`src/rv_consts.svh`:
```
`ifndef RV_CONSTS_SVH
`define RV_CONSTS_SVH

// Datapath widths
`define RV_XLEN   32
`define RV_REG_AW 5

// Arithmetic funct3, shared by R and I forms
`define RV_F3_ADD_SUB 3'b000
`define RV_F3_SLL     3'b001
`define RV_F3_SLT     3'b010
`define RV_F3_SLTU    3'b011
`define RV_F3_XOR     3'b100
`define RV_F3_SR      3'b101  // srl/sra, picked by bit 30
`define RV_F3_OR      3'b110
`define RV_F3_AND     3'b111

// Branch funct3
`define RV_F3_BEQ  3'b000
`define RV_F3_BNE  3'b001
`define RV_F3_BLT  3'b100
`define RV_F3_BGE  3'b101
`define RV_F3_BLTU 3'b110
`define RV_F3_BGEU 3'b111

// Instruction bit that turns add into sub and srl into sra
`define RV_F7_BIT_ALT 30

// Edges from input sample to result
`define RV_PIPE_DEPTH 3

`endif
```
`src/rv_pkg.sv`:
```
`include "rv_consts.svh"

package rv_pkg;

  // Major opcode, instr[6:2]
  typedef enum logic [4:0] {
    OP_LOAD   = 5'b00000,
    OP_ITYPE  = 5'b00100,
    OP_AUIPC  = 5'b00101,
    OP_STORE  = 5'b01000,
    OP_RTYPE  = 5'b01100,
    OP_LUI    = 5'b01101,
    OP_BRANCH = 5'b11000,
    OP_JALR   = 5'b11001,
    OP_JAL    = 5'b11011
  } opcode_e;

  typedef enum logic [3:0] {
    ALU_ADD  = 4'd0,
    ALU_SUB  = 4'd1,
    ALU_AND  = 4'd2,
    ALU_OR   = 4'd3,
    ALU_XOR  = 4'd4,
    ALU_SLL  = 4'd5,
    ALU_SRL  = 4'd6,
    ALU_SRA  = 4'd7,
    ALU_SLT  = 4'd8,
    ALU_SLTU = 4'd9
  } alu_op_e;

  typedef enum logic [1:0] {
    WB_MEM = 2'd0,
    WB_ALU = 2'd1,
    WB_PC4 = 2'd2
  } wb_sel_e;

  // Load extension select
  typedef enum logic [2:0] {
    LDX_LW  = 3'd0,
    LDX_LHU = 3'd1,
    LDX_LH  = 3'd2,
    LDX_LBU = 3'd3,
    LDX_LB  = 3'd4
  } ldx_sel_e;

  typedef enum logic [1:0] {
    A_RS1  = 2'd0,
    A_PC   = 2'd1,
    A_ZERO = 2'd2
  } a_sel_e;

  typedef struct packed {
    logic                valid;
    logic [31:0]         instr;
    logic [`RV_XLEN-1:0] pc;
    logic [`RV_XLEN-1:0] rs1_data;
    logic [`RV_XLEN-1:0] rs2_data;
  } instr_in_t;

  typedef struct packed {
    logic                  valid;
    logic [`RV_XLEN-1:0]   pc;
    logic [`RV_XLEN-1:0]   rs1_data;
    logic [`RV_XLEN-1:0]   rs2_data;
    logic [`RV_XLEN-1:0]   imm;
    alu_op_e               alu_op;
    a_sel_e                a_sel;
    logic                  b_imm;      // Operand B from imm, else rs2
    logic                  is_branch;
    logic                  is_jal;
    logic                  is_jalr;
    logic                  br_un;
    logic [2:0]            funct3;
    logic [`RV_REG_AW-1:0] rd;
    logic                  rf_we;
    logic                  mem_we;
    wb_sel_e               wb_sel;
    ldx_sel_e              ldx_sel;
  } decode_t;

  typedef struct packed {
    logic                  valid;
    logic [`RV_XLEN-1:0]   alu_result;
    logic [`RV_XLEN-1:0]   pc_plus4;
    logic [`RV_XLEN-1:0]   store_data;
    logic [`RV_REG_AW-1:0] rd;
    logic                  rf_we;
    logic                  mem_we;
    wb_sel_e               wb_sel;
    ldx_sel_e              ldx_sel;
    logic                  redirect;
    logic [`RV_XLEN-1:0]   target;
  } exec_t;

  typedef struct packed {
    logic                  valid;
    logic                  rf_we;
    logic [`RV_REG_AW-1:0] rd;
    wb_sel_e               wb_sel;
    ldx_sel_e              ldx_sel;
    logic [`RV_XLEN-1:0]   wb_data;
    logic                  mem_we;
    logic [`RV_XLEN-1:0]   mem_addr;
    logic [`RV_XLEN-1:0]   store_data;
    logic                  redirect;
    logic [`RV_XLEN-1:0]   target;
  } result_t;

endpackage

```
`src/rv_ctrl.sv`:
```
`timescale 1ns/1ns

module rv_ctrl (
  input  logic              clk,
  input  logic              rst,
  input  rv_pkg::instr_in_t in,
  output rv_pkg::result_t   res
);
  import rv_pkg::*;

  decode_t dec;  // Decode to execute
  exec_t   ex;   // Execute to result

  // Stage 1, edge k+1
  rv_decode u_decode (
    .clk (clk),
    .rst (rst),
    .in  (in),
    .dec (dec)
  );

  // Stage 2, edge k+2
  rv_execute u_execute (
    .clk (clk),
    .rst (rst),
    .dec (dec),
    .ex  (ex)
  );

  // Stage 3, edge k+3
  rv_result u_result (
    .clk (clk),
    .rst (rst),
    .ex  (ex),
    .res (res)
  );

endmodule

```
`src/rv_result.sv`:
```
`timescale 1ns/1ns

module rv_result (
  input  logic            clk,
  input  logic            rst,
  input  rv_pkg::exec_t   ex,
  output rv_pkg::result_t res
);
  import rv_pkg::*;

  result_t res_d;

  always_comb begin
    res_d.valid      = ex.valid;
    res_d.rd         = ex.rd;
    res_d.wb_sel     = ex.wb_sel;
    res_d.ldx_sel    = ex.ldx_sel;
    res_d.mem_we     = ex.mem_we;
    res_d.mem_addr   = ex.alu_result;  // Loads and stores share the ALU sum
    res_d.store_data = ex.store_data;
    res_d.redirect   = ex.redirect;
    res_d.target     = ex.target;
    // x0 is never written
    res_d.rf_we      = ex.rf_we & (ex.rd != '0);
    // Load data is not returned here, so WB_MEM falls back to the address
    if (ex.wb_sel == WB_PC4) begin
      res_d.wb_data = ex.pc_plus4;
    end else begin
      res_d.wb_data = ex.alu_result;
    end
  end

  always_ff @(posedge clk) begin
    res <= res_d;
    if (rst) begin
      res.valid    <= 1'b0;
      res.rf_we    <= 1'b0;
      res.mem_we   <= 1'b0;
      res.redirect <= 1'b0;
    end
  end

endmodule

```
`src/rv_execute.sv`:
```
`timescale 1ns/1ns
`include "rv_consts.svh"

module rv_execute (
  input  logic            clk,
  input  logic            rst,
  input  rv_pkg::decode_t dec,
  output rv_pkg::exec_t   ex
);
  import rv_pkg::*;

  logic [`RV_XLEN-1:0] op_a;
  logic [`RV_XLEN-1:0] op_b;
  logic [4:0]          shamt;
  logic [`RV_XLEN-1:0] alu_out;
  logic                br_eq;
  logic                br_lt;
  logic                br_taken;
  logic [`RV_XLEN-1:0] jalr_sum;
  exec_t               ex_d;

  // Operand select
  always_comb begin
    case (dec.a_sel)
      A_PC:    op_a = dec.pc;
      A_ZERO:  op_a = '0;  // lui
      default: op_a = dec.rs1_data;
    endcase
  end

  assign op_b  = dec.b_imm ? dec.imm : dec.rs2_data;
  assign shamt = op_b[4:0];

  always_comb begin
    case (dec.alu_op)
      ALU_ADD:  alu_out = op_a + op_b;
      ALU_SUB:  alu_out = op_a - op_b;
      ALU_AND:  alu_out = op_a & op_b;
      ALU_OR:   alu_out = op_a | op_b;
      ALU_XOR:  alu_out = op_a ^ op_b;
      ALU_SLL:  alu_out = op_a << shamt;
      ALU_SRL:  alu_out = op_a >> shamt;
      ALU_SRA:  alu_out = $signed(op_a) >>> shamt;
      ALU_SLT:  alu_out = {{(`RV_XLEN-1){1'b0}}, $signed(op_a) < $signed(op_b)};
      ALU_SLTU: alu_out = {{(`RV_XLEN-1){1'b0}}, op_a < op_b};
      default:  alu_out = op_a + op_b;
    endcase
  end

  // Branch compare always on rs1/rs2, independent of operand muxes
  assign br_eq = dec.rs1_data == dec.rs2_data;
  assign br_lt = dec.br_un ? (dec.rs1_data < dec.rs2_data)
                           : ($signed(dec.rs1_data) < $signed(dec.rs2_data));

  always_comb begin
    case (dec.funct3)
      `RV_F3_BEQ:  br_taken = br_eq;
      `RV_F3_BNE:  br_taken = !br_eq;
      `RV_F3_BLT:  br_taken = br_lt;
      `RV_F3_BGE:  br_taken = !br_lt;
      `RV_F3_BLTU: br_taken = br_lt;
      `RV_F3_BGEU: br_taken = !br_lt;
      default:     br_taken = 1'b0;  // Reserved branch codes
    endcase
  end

  assign jalr_sum = dec.rs1_data + dec.imm;

  always_comb begin
    ex_d.valid      = dec.valid;
    ex_d.alu_result = alu_out;
    ex_d.pc_plus4   = dec.pc + `RV_XLEN'd4;
    ex_d.store_data = dec.rs2_data;
    ex_d.rd         = dec.rd;
    ex_d.rf_we      = dec.rf_we;
    ex_d.mem_we     = dec.mem_we;
    ex_d.wb_sel     = dec.wb_sel;
    ex_d.ldx_sel    = dec.ldx_sel;
    ex_d.redirect   = dec.valid & ((dec.is_branch & br_taken) | dec.is_jal | dec.is_jalr);
    if (dec.is_jalr) begin
      ex_d.target = {jalr_sum[`RV_XLEN-1:1], 1'b0};  // Bit 0 cleared per spec
    end else begin
      ex_d.target = dec.pc + dec.imm;
    end
  end

  always_ff @(posedge clk) begin
    ex <= ex_d;
    if (rst) begin
      ex.valid    <= 1'b0;
      ex.rf_we    <= 1'b0;
      ex.mem_we   <= 1'b0;
      ex.redirect <= 1'b0;
    end
  end

endmodule

```
`src/rv_decode.sv`:
```
`timescale 1ns/1ns
`include "rv_consts.svh"

module rv_decode (
  input  logic              clk,
  input  logic              rst,
  input  rv_pkg::instr_in_t in,
  output rv_pkg::decode_t   dec
);
  import rv_pkg::*;

  opcode_e             opcode;
  logic [2:0]          funct3;
  logic                alt;
  logic [`RV_XLEN-1:0] imm_i;
  logic [`RV_XLEN-1:0] imm_s;
  logic [`RV_XLEN-1:0] imm_b;
  logic [`RV_XLEN-1:0] imm_j;
  logic [`RV_XLEN-1:0] imm_u;
  alu_op_e             alu_arith;
  ldx_sel_e            ldx_load;
  decode_t             dec_d;

  assign opcode = opcode_e'(in.instr[6:2]);
  assign funct3 = in.instr[14:12];
  assign alt    = in.instr[`RV_F7_BIT_ALT];

  // Immediate formats, all sign extended from bit 31
  assign imm_i = {{20{in.instr[31]}}, in.instr[31:20]};
  assign imm_s = {{20{in.instr[31]}}, in.instr[31:25], in.instr[11:7]};
  assign imm_b = {{19{in.instr[31]}}, in.instr[31], in.instr[7], in.instr[30:25],
                  in.instr[11:8], 1'b0};
  assign imm_j = {{11{in.instr[31]}}, in.instr[31], in.instr[19:12], in.instr[20],
                  in.instr[30:21], 1'b0};
  assign imm_u = {in.instr[31:12], 12'b0};

  // ALU op for R and I forms; bit 30 only means sub for R-type
  always_comb begin
    case (funct3)
      `RV_F3_ADD_SUB: alu_arith = (opcode == OP_RTYPE && alt) ? ALU_SUB : ALU_ADD;
      `RV_F3_SLL:     alu_arith = ALU_SLL;
      `RV_F3_SLT:     alu_arith = ALU_SLT;
      `RV_F3_SLTU:    alu_arith = ALU_SLTU;
      `RV_F3_XOR:     alu_arith = ALU_XOR;
      `RV_F3_SR:      alu_arith = alt ? ALU_SRA : ALU_SRL;
      `RV_F3_OR:      alu_arith = ALU_OR;
      `RV_F3_AND:     alu_arith = ALU_AND;
      default:        alu_arith = ALU_ADD;
    endcase
  end

  always_comb begin
    case (funct3)
      3'b000:  ldx_load = LDX_LB;
      3'b001:  ldx_load = LDX_LH;
      3'b100:  ldx_load = LDX_LBU;
      3'b101:  ldx_load = LDX_LHU;
      default: ldx_load = LDX_LW;  // lw and reserved codes
    endcase
  end

  always_comb begin
    dec_d.valid     = in.valid;
    dec_d.pc        = in.pc;
    dec_d.rs1_data  = in.rs1_data;
    dec_d.rs2_data  = in.rs2_data;
    dec_d.funct3    = funct3;
    dec_d.rd        = in.instr[11:7];
    dec_d.imm       = imm_i;
    dec_d.alu_op    = ALU_ADD;
    dec_d.a_sel     = A_RS1;
    dec_d.b_imm     = 1'b0;
    dec_d.is_branch = 1'b0;
    dec_d.is_jal    = 1'b0;
    dec_d.is_jalr   = 1'b0;
    dec_d.br_un     = 1'b0;
    dec_d.rf_we     = 1'b0;
    dec_d.mem_we    = 1'b0;
    dec_d.wb_sel    = WB_ALU;
    dec_d.ldx_sel   = LDX_LW;
    case (opcode)
      OP_RTYPE: begin
        dec_d.alu_op = alu_arith;
        dec_d.rf_we  = 1'b1;
      end
      OP_ITYPE: begin
        dec_d.alu_op = alu_arith;
        dec_d.b_imm  = 1'b1;
        dec_d.rf_we  = 1'b1;
      end
      OP_LOAD: begin
        dec_d.b_imm   = 1'b1;
        dec_d.rf_we   = 1'b1;
        dec_d.wb_sel  = WB_MEM;
        dec_d.ldx_sel = ldx_load;
      end
      OP_STORE: begin
        dec_d.imm    = imm_s;
        dec_d.b_imm  = 1'b1;
        dec_d.mem_we = 1'b1;
      end
      OP_BRANCH: begin
        dec_d.imm       = imm_b;
        dec_d.is_branch = 1'b1;
        dec_d.br_un     = (funct3 == `RV_F3_BLTU) || (funct3 == `RV_F3_BGEU);
      end
      OP_JAL: begin
        dec_d.imm    = imm_j;
        dec_d.b_imm  = 1'b1;
        dec_d.is_jal = 1'b1;
        dec_d.rf_we  = 1'b1;
        dec_d.wb_sel = WB_PC4;
      end
      OP_JALR: begin
        dec_d.b_imm   = 1'b1;
        dec_d.is_jalr = 1'b1;
        dec_d.rf_we   = 1'b1;
        dec_d.wb_sel  = WB_PC4;
      end
      OP_AUIPC: begin
        dec_d.imm   = imm_u;
        dec_d.a_sel = A_PC;
        dec_d.b_imm = 1'b1;
        dec_d.rf_we = 1'b1;
      end
      OP_LUI: begin
        dec_d.imm   = imm_u;
        dec_d.a_sel = A_ZERO;
        dec_d.b_imm = 1'b1;
        dec_d.rf_we = 1'b1;
      end
      default: ;  // Unknown opcode, enables stay clear
    endcase
    // Bubbles carry no side effects
    dec_d.rf_we  = dec_d.rf_we & in.valid;
    dec_d.mem_we = dec_d.mem_we & in.valid;
  end

  always_ff @(posedge clk) begin
    dec <= dec_d;
    if (rst) begin
      dec.valid     <= 1'b0;
      dec.rf_we     <= 1'b0;
      dec.mem_we    <= 1'b0;
      dec.is_branch <= 1'b0;
      dec.is_jal    <= 1'b0;
      dec.is_jalr   <= 1'b0;
    end
  end

endmodule

```
`config.mk`:
```
export PLATFORM = sky130hd
export DESIGN_NAME = rv_ctrl
export DESIGN_NICKNAME = d
export VERILOG_FILES = /design/src/rv_pkg.sv /design/src/rv_ctrl.sv /design/src/rv_result.sv /design/src/rv_execute.sv /design/src/rv_decode.sv
export VERILOG_INCLUDE_DIRS = /design/src
export SDC_FILE = /design/constraint.sdc
export NUM_CORES = 1
export LEC_CHECK = 0
export ABC_AREA = 1
export BUFFER_PORTS_ARGS = -buffer_cell sky130_fd_sc_hd__clkbuf_2
export CAP_MARGIN = 25
export CORE_ASPECT_RATIO = 1.5
export CORE_MARGIN = 2
export CORE_UTILIZATION = 60
export DETAILED_ROUTE_END_ITERATION = 10
export GPL_ROUTABILITY_DRIVEN = 1
export PLACE_DENSITY = 0.81
export SLEW_MARGIN = 5
export SYNTH_ARGS = -nofsm -noshare
export SYNTH_HDL_FRONTEND = slang
export SYNTH_SLANG_ARGS = --single-unit
```
`constraint.sdc`:
```
create_clock -name clk -period 3.5 [get_ports clk]
set_input_delay 0.7 -clock clk [delete_from_list [all_inputs] [get_ports clk]]
set_output_delay 0.7 -clock clk [all_outputs]
set_load 0.005 [all_outputs]
```
==> impl_metrics.tcl, run 1 <==
set metrics [dict create \
    status "stopped before the end" \
    failed_stage "5_1_grt" \
    stop_error "[ERROR GRT-0116] Global routing finished with congestion. Check the congestion regions in the DRC Viewer." \
    synth_area_leader_cell "dfxtp_1" \
    hold_buffers 0 \
    place_congestion 1.135 \
    synth_top_family_by_area "simple AND/OR/NAND/NOR gates" \
    grt_pass1_vias 31037 \
    clk_path_buf_depth 3 \
    overflow 4 \
    yosysTopAreaCellShare 0.3450 \
    placed_area_um2 29660 \
    ys_warn_count 0 \
    synth_commonest_cells "nand2_1 (879), nand3_1 (460), dfxtp_1 (439)" \
    h-tree-depth 2 \
    numCtsBuffers 38 \
    ys_seq_area_frac 0.3450 \
    ioPinCount 273 \
    grt_usage 0.6202 \
    yosys.area_share.simple 0.3024 \
    synthArstFlopShare 0 \
    io_buffers 270 \
    die_h_um 256.3 \
    row_count 92 \
    ys_types 57 \
    synth_compound_area_frac 0.1414 \
    synth_cells 3668 \
    synth.avg_cell_area_um2 6.944 \
    grt_pass1_wl_um 200100 \
    synth_edf_count 0 \
    synthAdderAreaFrac 0.09746 \
    synth_mux_area_frac 0.01454 \
    cts-root-buf "clkbuf_16" \
    initial_core_util 0.6062 \
    cts.sinks 439 \
    synth_nets 3995 \
    ys_ff_latch 439 \
    synthXorXnorAreaFrac 0.01685 \
    synthMostInstantiatedCell "nand2_1" \
    dpl.hpwl_um 95110 \
    cts_setup_buffers 0 \
    grt_max_degree 69 \
    die_w_um 172.2 \
    ys_top_cells_by_area "dfxtp_1 (35%), nand2_1 (13%), ha_1 (9.4%), nand3_1 (9.0%), inv_1 (5.7%)" \
    synth_area_um2 25470 \
    ys.flop_type "dfxtp_1" \
    numPlacedInstances 4730 \
]
-- per-layer routing --
metal | track usage | overflow
met5 | 0.06064 | 0
met4 | 0.6601 | 1
met3 | 0.3667 | 0
met2 | 0.8537 | 3
met1 | 0.6073 | 0
-- metrics by stage --
stage          hold WS, ps  TNS [ps]    util  setup slack [ps]
2_1_floorplan        309.6         0       -             567.8
3_3_place_gp         310.2    -121.1  0.7059            -45.40
3_5_place_dp         312.1    -647.0  0.7059            -166.8
4_1_cts              225.0         0  0.7377             22.84
-- kinds of logic after synthesis --
| logic type | count (synthesis) |
|---|---|
| adders and majority gates | 196 |
| DFF | 439 |
| and+or+nand+nor | 1782 |
| AOI/OAI and AO/OA | 649 |
| muxes | 33 |
| buffers and inverters | 520 |
| xor gates and xnor gates | 49 |
-- timing repair --
action                                  4_1_cts
gates cloned                                  0
endpoints found under the setup margin       17
resized for setup                             5
==> run 2: changes to the inputs <==
CORE_ASPECT_RATIO = not set   (was 1.5)
CORE_UTILIZATION = 40   (was 60)
PLACE_DENSITY = not set   (was 0.81)
PLACE_DENSITY_LB_ADDON = 0.15   (was not set)
==> run 2 against run 1 <==
  * The flow now finishes without violations
  * Synthesized area unchanged
  * Synthesized cell count unchanged
==> impl_metrics.tcl, run 2 <==
set metrics [dict create \
    status "finished clean" \
    tightest_slew_ps 1117 \
    final_common_cell "nand2_1" \
    synth.avg_cell_area_um2 6.944 \
    tritoncts "done" \
    start_kind "flop" \
    finalPower_mw 16.57 \
    drc 0 \
    ys_types 57 \
    final_util 0.5201 \
    min_period_ps 3433 \
    peakVddDrop_uv 420.3 \
    slew_headroom 0.2474 \
    largest_reg_flops 155 \
    die-area_um2 65710 \
    ys_seq_area_frac 0.3450 \
    cp_slowest_stage_delay_ps 890 \
    drive_gt1_frac 0.2254 \
    path_cells "buf_12 > o21ai_0 > ha_4 > buf_4 > inv_1 > nand2_1 > nand2_1 > a21oi_2 > o21ai_0 > a21oi_2 > nand3_1 > nand2_1 > nor2_1 > nand4_1" \
    path_common_cell "nand2_1" \
    p_leak_nw 16.33 \
    drtPass1Iterations 6 \
    hold_buffers 0 \
    maxSlewViolCount 0 \
    synth_area_leader_cell "dfxtp_1" \
    ys_ff_latch 439 \
    fin_nets 4659 \
    clk_path_buf_depth 3 \
    routed_wl_um 124000 \
    layout_common_cells "nand2_1 (869), nand3_1 (455), buf_4 (455), dfxtp_1 (438), inv_1 (390)" \
    ioPinCount 273 \
    switchingPower_mw 5.952 \
    routed_via_density 5.379 \
    die_w_um 256.3 \
    slowest_stage "o21ai_0" \
    avgRoutedWirePerCell_um 23.78 \
    synth_edf_count 0 \
    h-tree-depth 2 \
    crit_arrival_ps 3850 \
    setup_viol 0 \
    cts-root-buf "clkbuf_16" \
    numCtsBuffers 44 \
    final_hold_viol_count 0 \
    synthMostInstantiatedCell "nand2_1" \
    power.density_nw_per_um2 506.1 \
    path_delay_family "compound AO/OA/AOI/OAI gates" \
    synth_area_um2 25470 \
    fmax_ghz 0.2913 \
    finalClockSkew_ps 18.61 \
    clk_latency_ps 600 \
    final_area_um2 32750 \
    detail-route-antenna-nets 0 \
    cp_max_fo 46 \
    initial_core_util 0.4045 \
    grt_pass1_vias 26898 \
    ys.flop_type "dfxtp_1" \
    ys_warn_count 0 \
    cp_data_required_time_ps 3920 \
    grt_usage 0.3652 \
    drt-initial-drc-count 2726 \
    vias 28040 \
    criticalPathCategory "reg -> reg" \
    instances_no_fill 5213 \
    power.internal_mw 10.62 \
    synthArstFlopShare 0 \
    synth_nets 3995 \
    dpl.hpwl_um 104300 \
    cap_violations 0 \
    p_comb_frac 0.345 \
    finalSetupTns_ps 0 \
    overflow 0 \
    row_count 92 \
    placed_area_um2 30890 \
    grt_max_degree 69 \
    swShare 0.3591 \
    io_buffers 270 \
    grt_pass1_wl_um 176200 \
    p_seq_frac 0.370 \
    synth_commonest_cells "nand2_1 (879), nand3_1 (460), dfxtp_1 (439)" \
    coreArea_um2 62970 \
    cts.sinks 439 \
    numPlacedInstances 5129 \
    cp-end-kind "flop" \
    clkPwrFrac 0.285 \
    hold_path.class "in -> reg" \
    cp.buffers_inverters 3 \
    largest_register "u_decode.dec" \
    ys_top_cells_by_area "dfxtp_1 (35%), nand2_1 (13%), ha_1 (9.4%), nand3_1 (9.0%), inv_1 (5.7%)" \
    antenna_found_initial 3 \
    place_congestion 1.028 \
    synth_cells 3668 \
    yosysTopAreaCellShare 0.3450 \
    die_h_um 256.3 \
    syn_to_final_growth_pct 28.57 \
    cts.clk_slew.worst_paths_ps 70 \
    top_regs "u_decode.dec (155), u_execute.ex (142), u_result.res (142)" \
    finalCritPeriodShare 0.9809 \
]
-- run 2: cell counts after synthesis --
Identical to the previous run, type by type.
-- run 2: final cells by class --
cell class | instances | area (um2)
repair buffers | 734 | 4938
clock inverters | 22 | 237.7
clock buffers | 58 | 1224
multi-input cells | 2709 | 14980
flip-flops and latches | 439 | 8790
fillers | 6571 | 30220
inverters | 404 | 1516
diodes | 1 | 2.502
well taps | 846 | 1059
-- run 2: final timing paths --
path / from / endpoint / slack, ps / depth (start not counted)
setup / recovery: u_decode.dec[19] / u_execute.ex[109] / 70 / 14
hold / removal: in[37] / u_decode.dec[95] / 200 / 1
setup reg to reg: u_decode.dec[19] / u_execute.ex[109] / 70 / 14
hold reg to reg: u_execute.ex[54] / u_result.res[42] / 320 / 0
-- run 2: worst register-to-register path: cells and delay by family (launching register included) --
family	cells	cell delay, ps
AO/OA/AOI/OAI	4	1430
adder cells (fa/ha/maj)	1	360
AND/OR/NAND/NOR	6	630
flip-flops	1	410
buffers and inverters	3	420
-- run 2: metal layers --
metal	routed length (um)	GRT usage	vias up	share of wire
li1	-	-	13489	-
met1	50020	0.4466	12964	0.40
met2	55800	0.5974	1251	0.45
met3	8897	0.06149	332	0.072
met4	9247	0.2287	4	0.075
met5	23	0	-	0.00019
-- run 2: repair_timing --
item / in CTS / in global routing
resized for setup: 15 / 86
setup buffers: 0 / 3
pin swaps: 0 / 6
endpoints found under the setup margin: 21 / 29
-- run 2: cells by family (layout without fill, tap and decap cells) --
logic type	after synthesis	in the layout	synth area share
DFF	439	439	0.3450
xor gates and xnor gates	49	49	0.01685
buffers and inverters	520	1218	0.08238
muxes	33	33	0.01454
AOI/OAI and AO/OA	649	649	0.1414
and+or+nand+nor	1782	1782	0.3024
other	0	1	0
adders and majority gates	196	196	0.09746
-- run 2: per-stage QoR --
step	hold WS, ps	worst slack, ps
finish	200.1	66.98
global route	186.4	-30.59
CTS	180.9	0.3557
detailed placement	312.1	-90.20
global placement	310.6	-54.59
floorplan	309.6	567.8
-- run 2: power by group through the flow --
stage / logic [mW] / registers (mW) / clock network, mW
after floorplan: 2.73 / 6.07 / 0
after global placement: 5.45 / 6.25 / 0
after detailed placement: 5.44 / 6.25 / 0
after CTS: 5.48 / 6.14 / 4.81
after global routing: 6.15 / 6.18 / 5.00
final: 5.71 / 6.14 / 4.72
(Power assumes the default switching activity.)
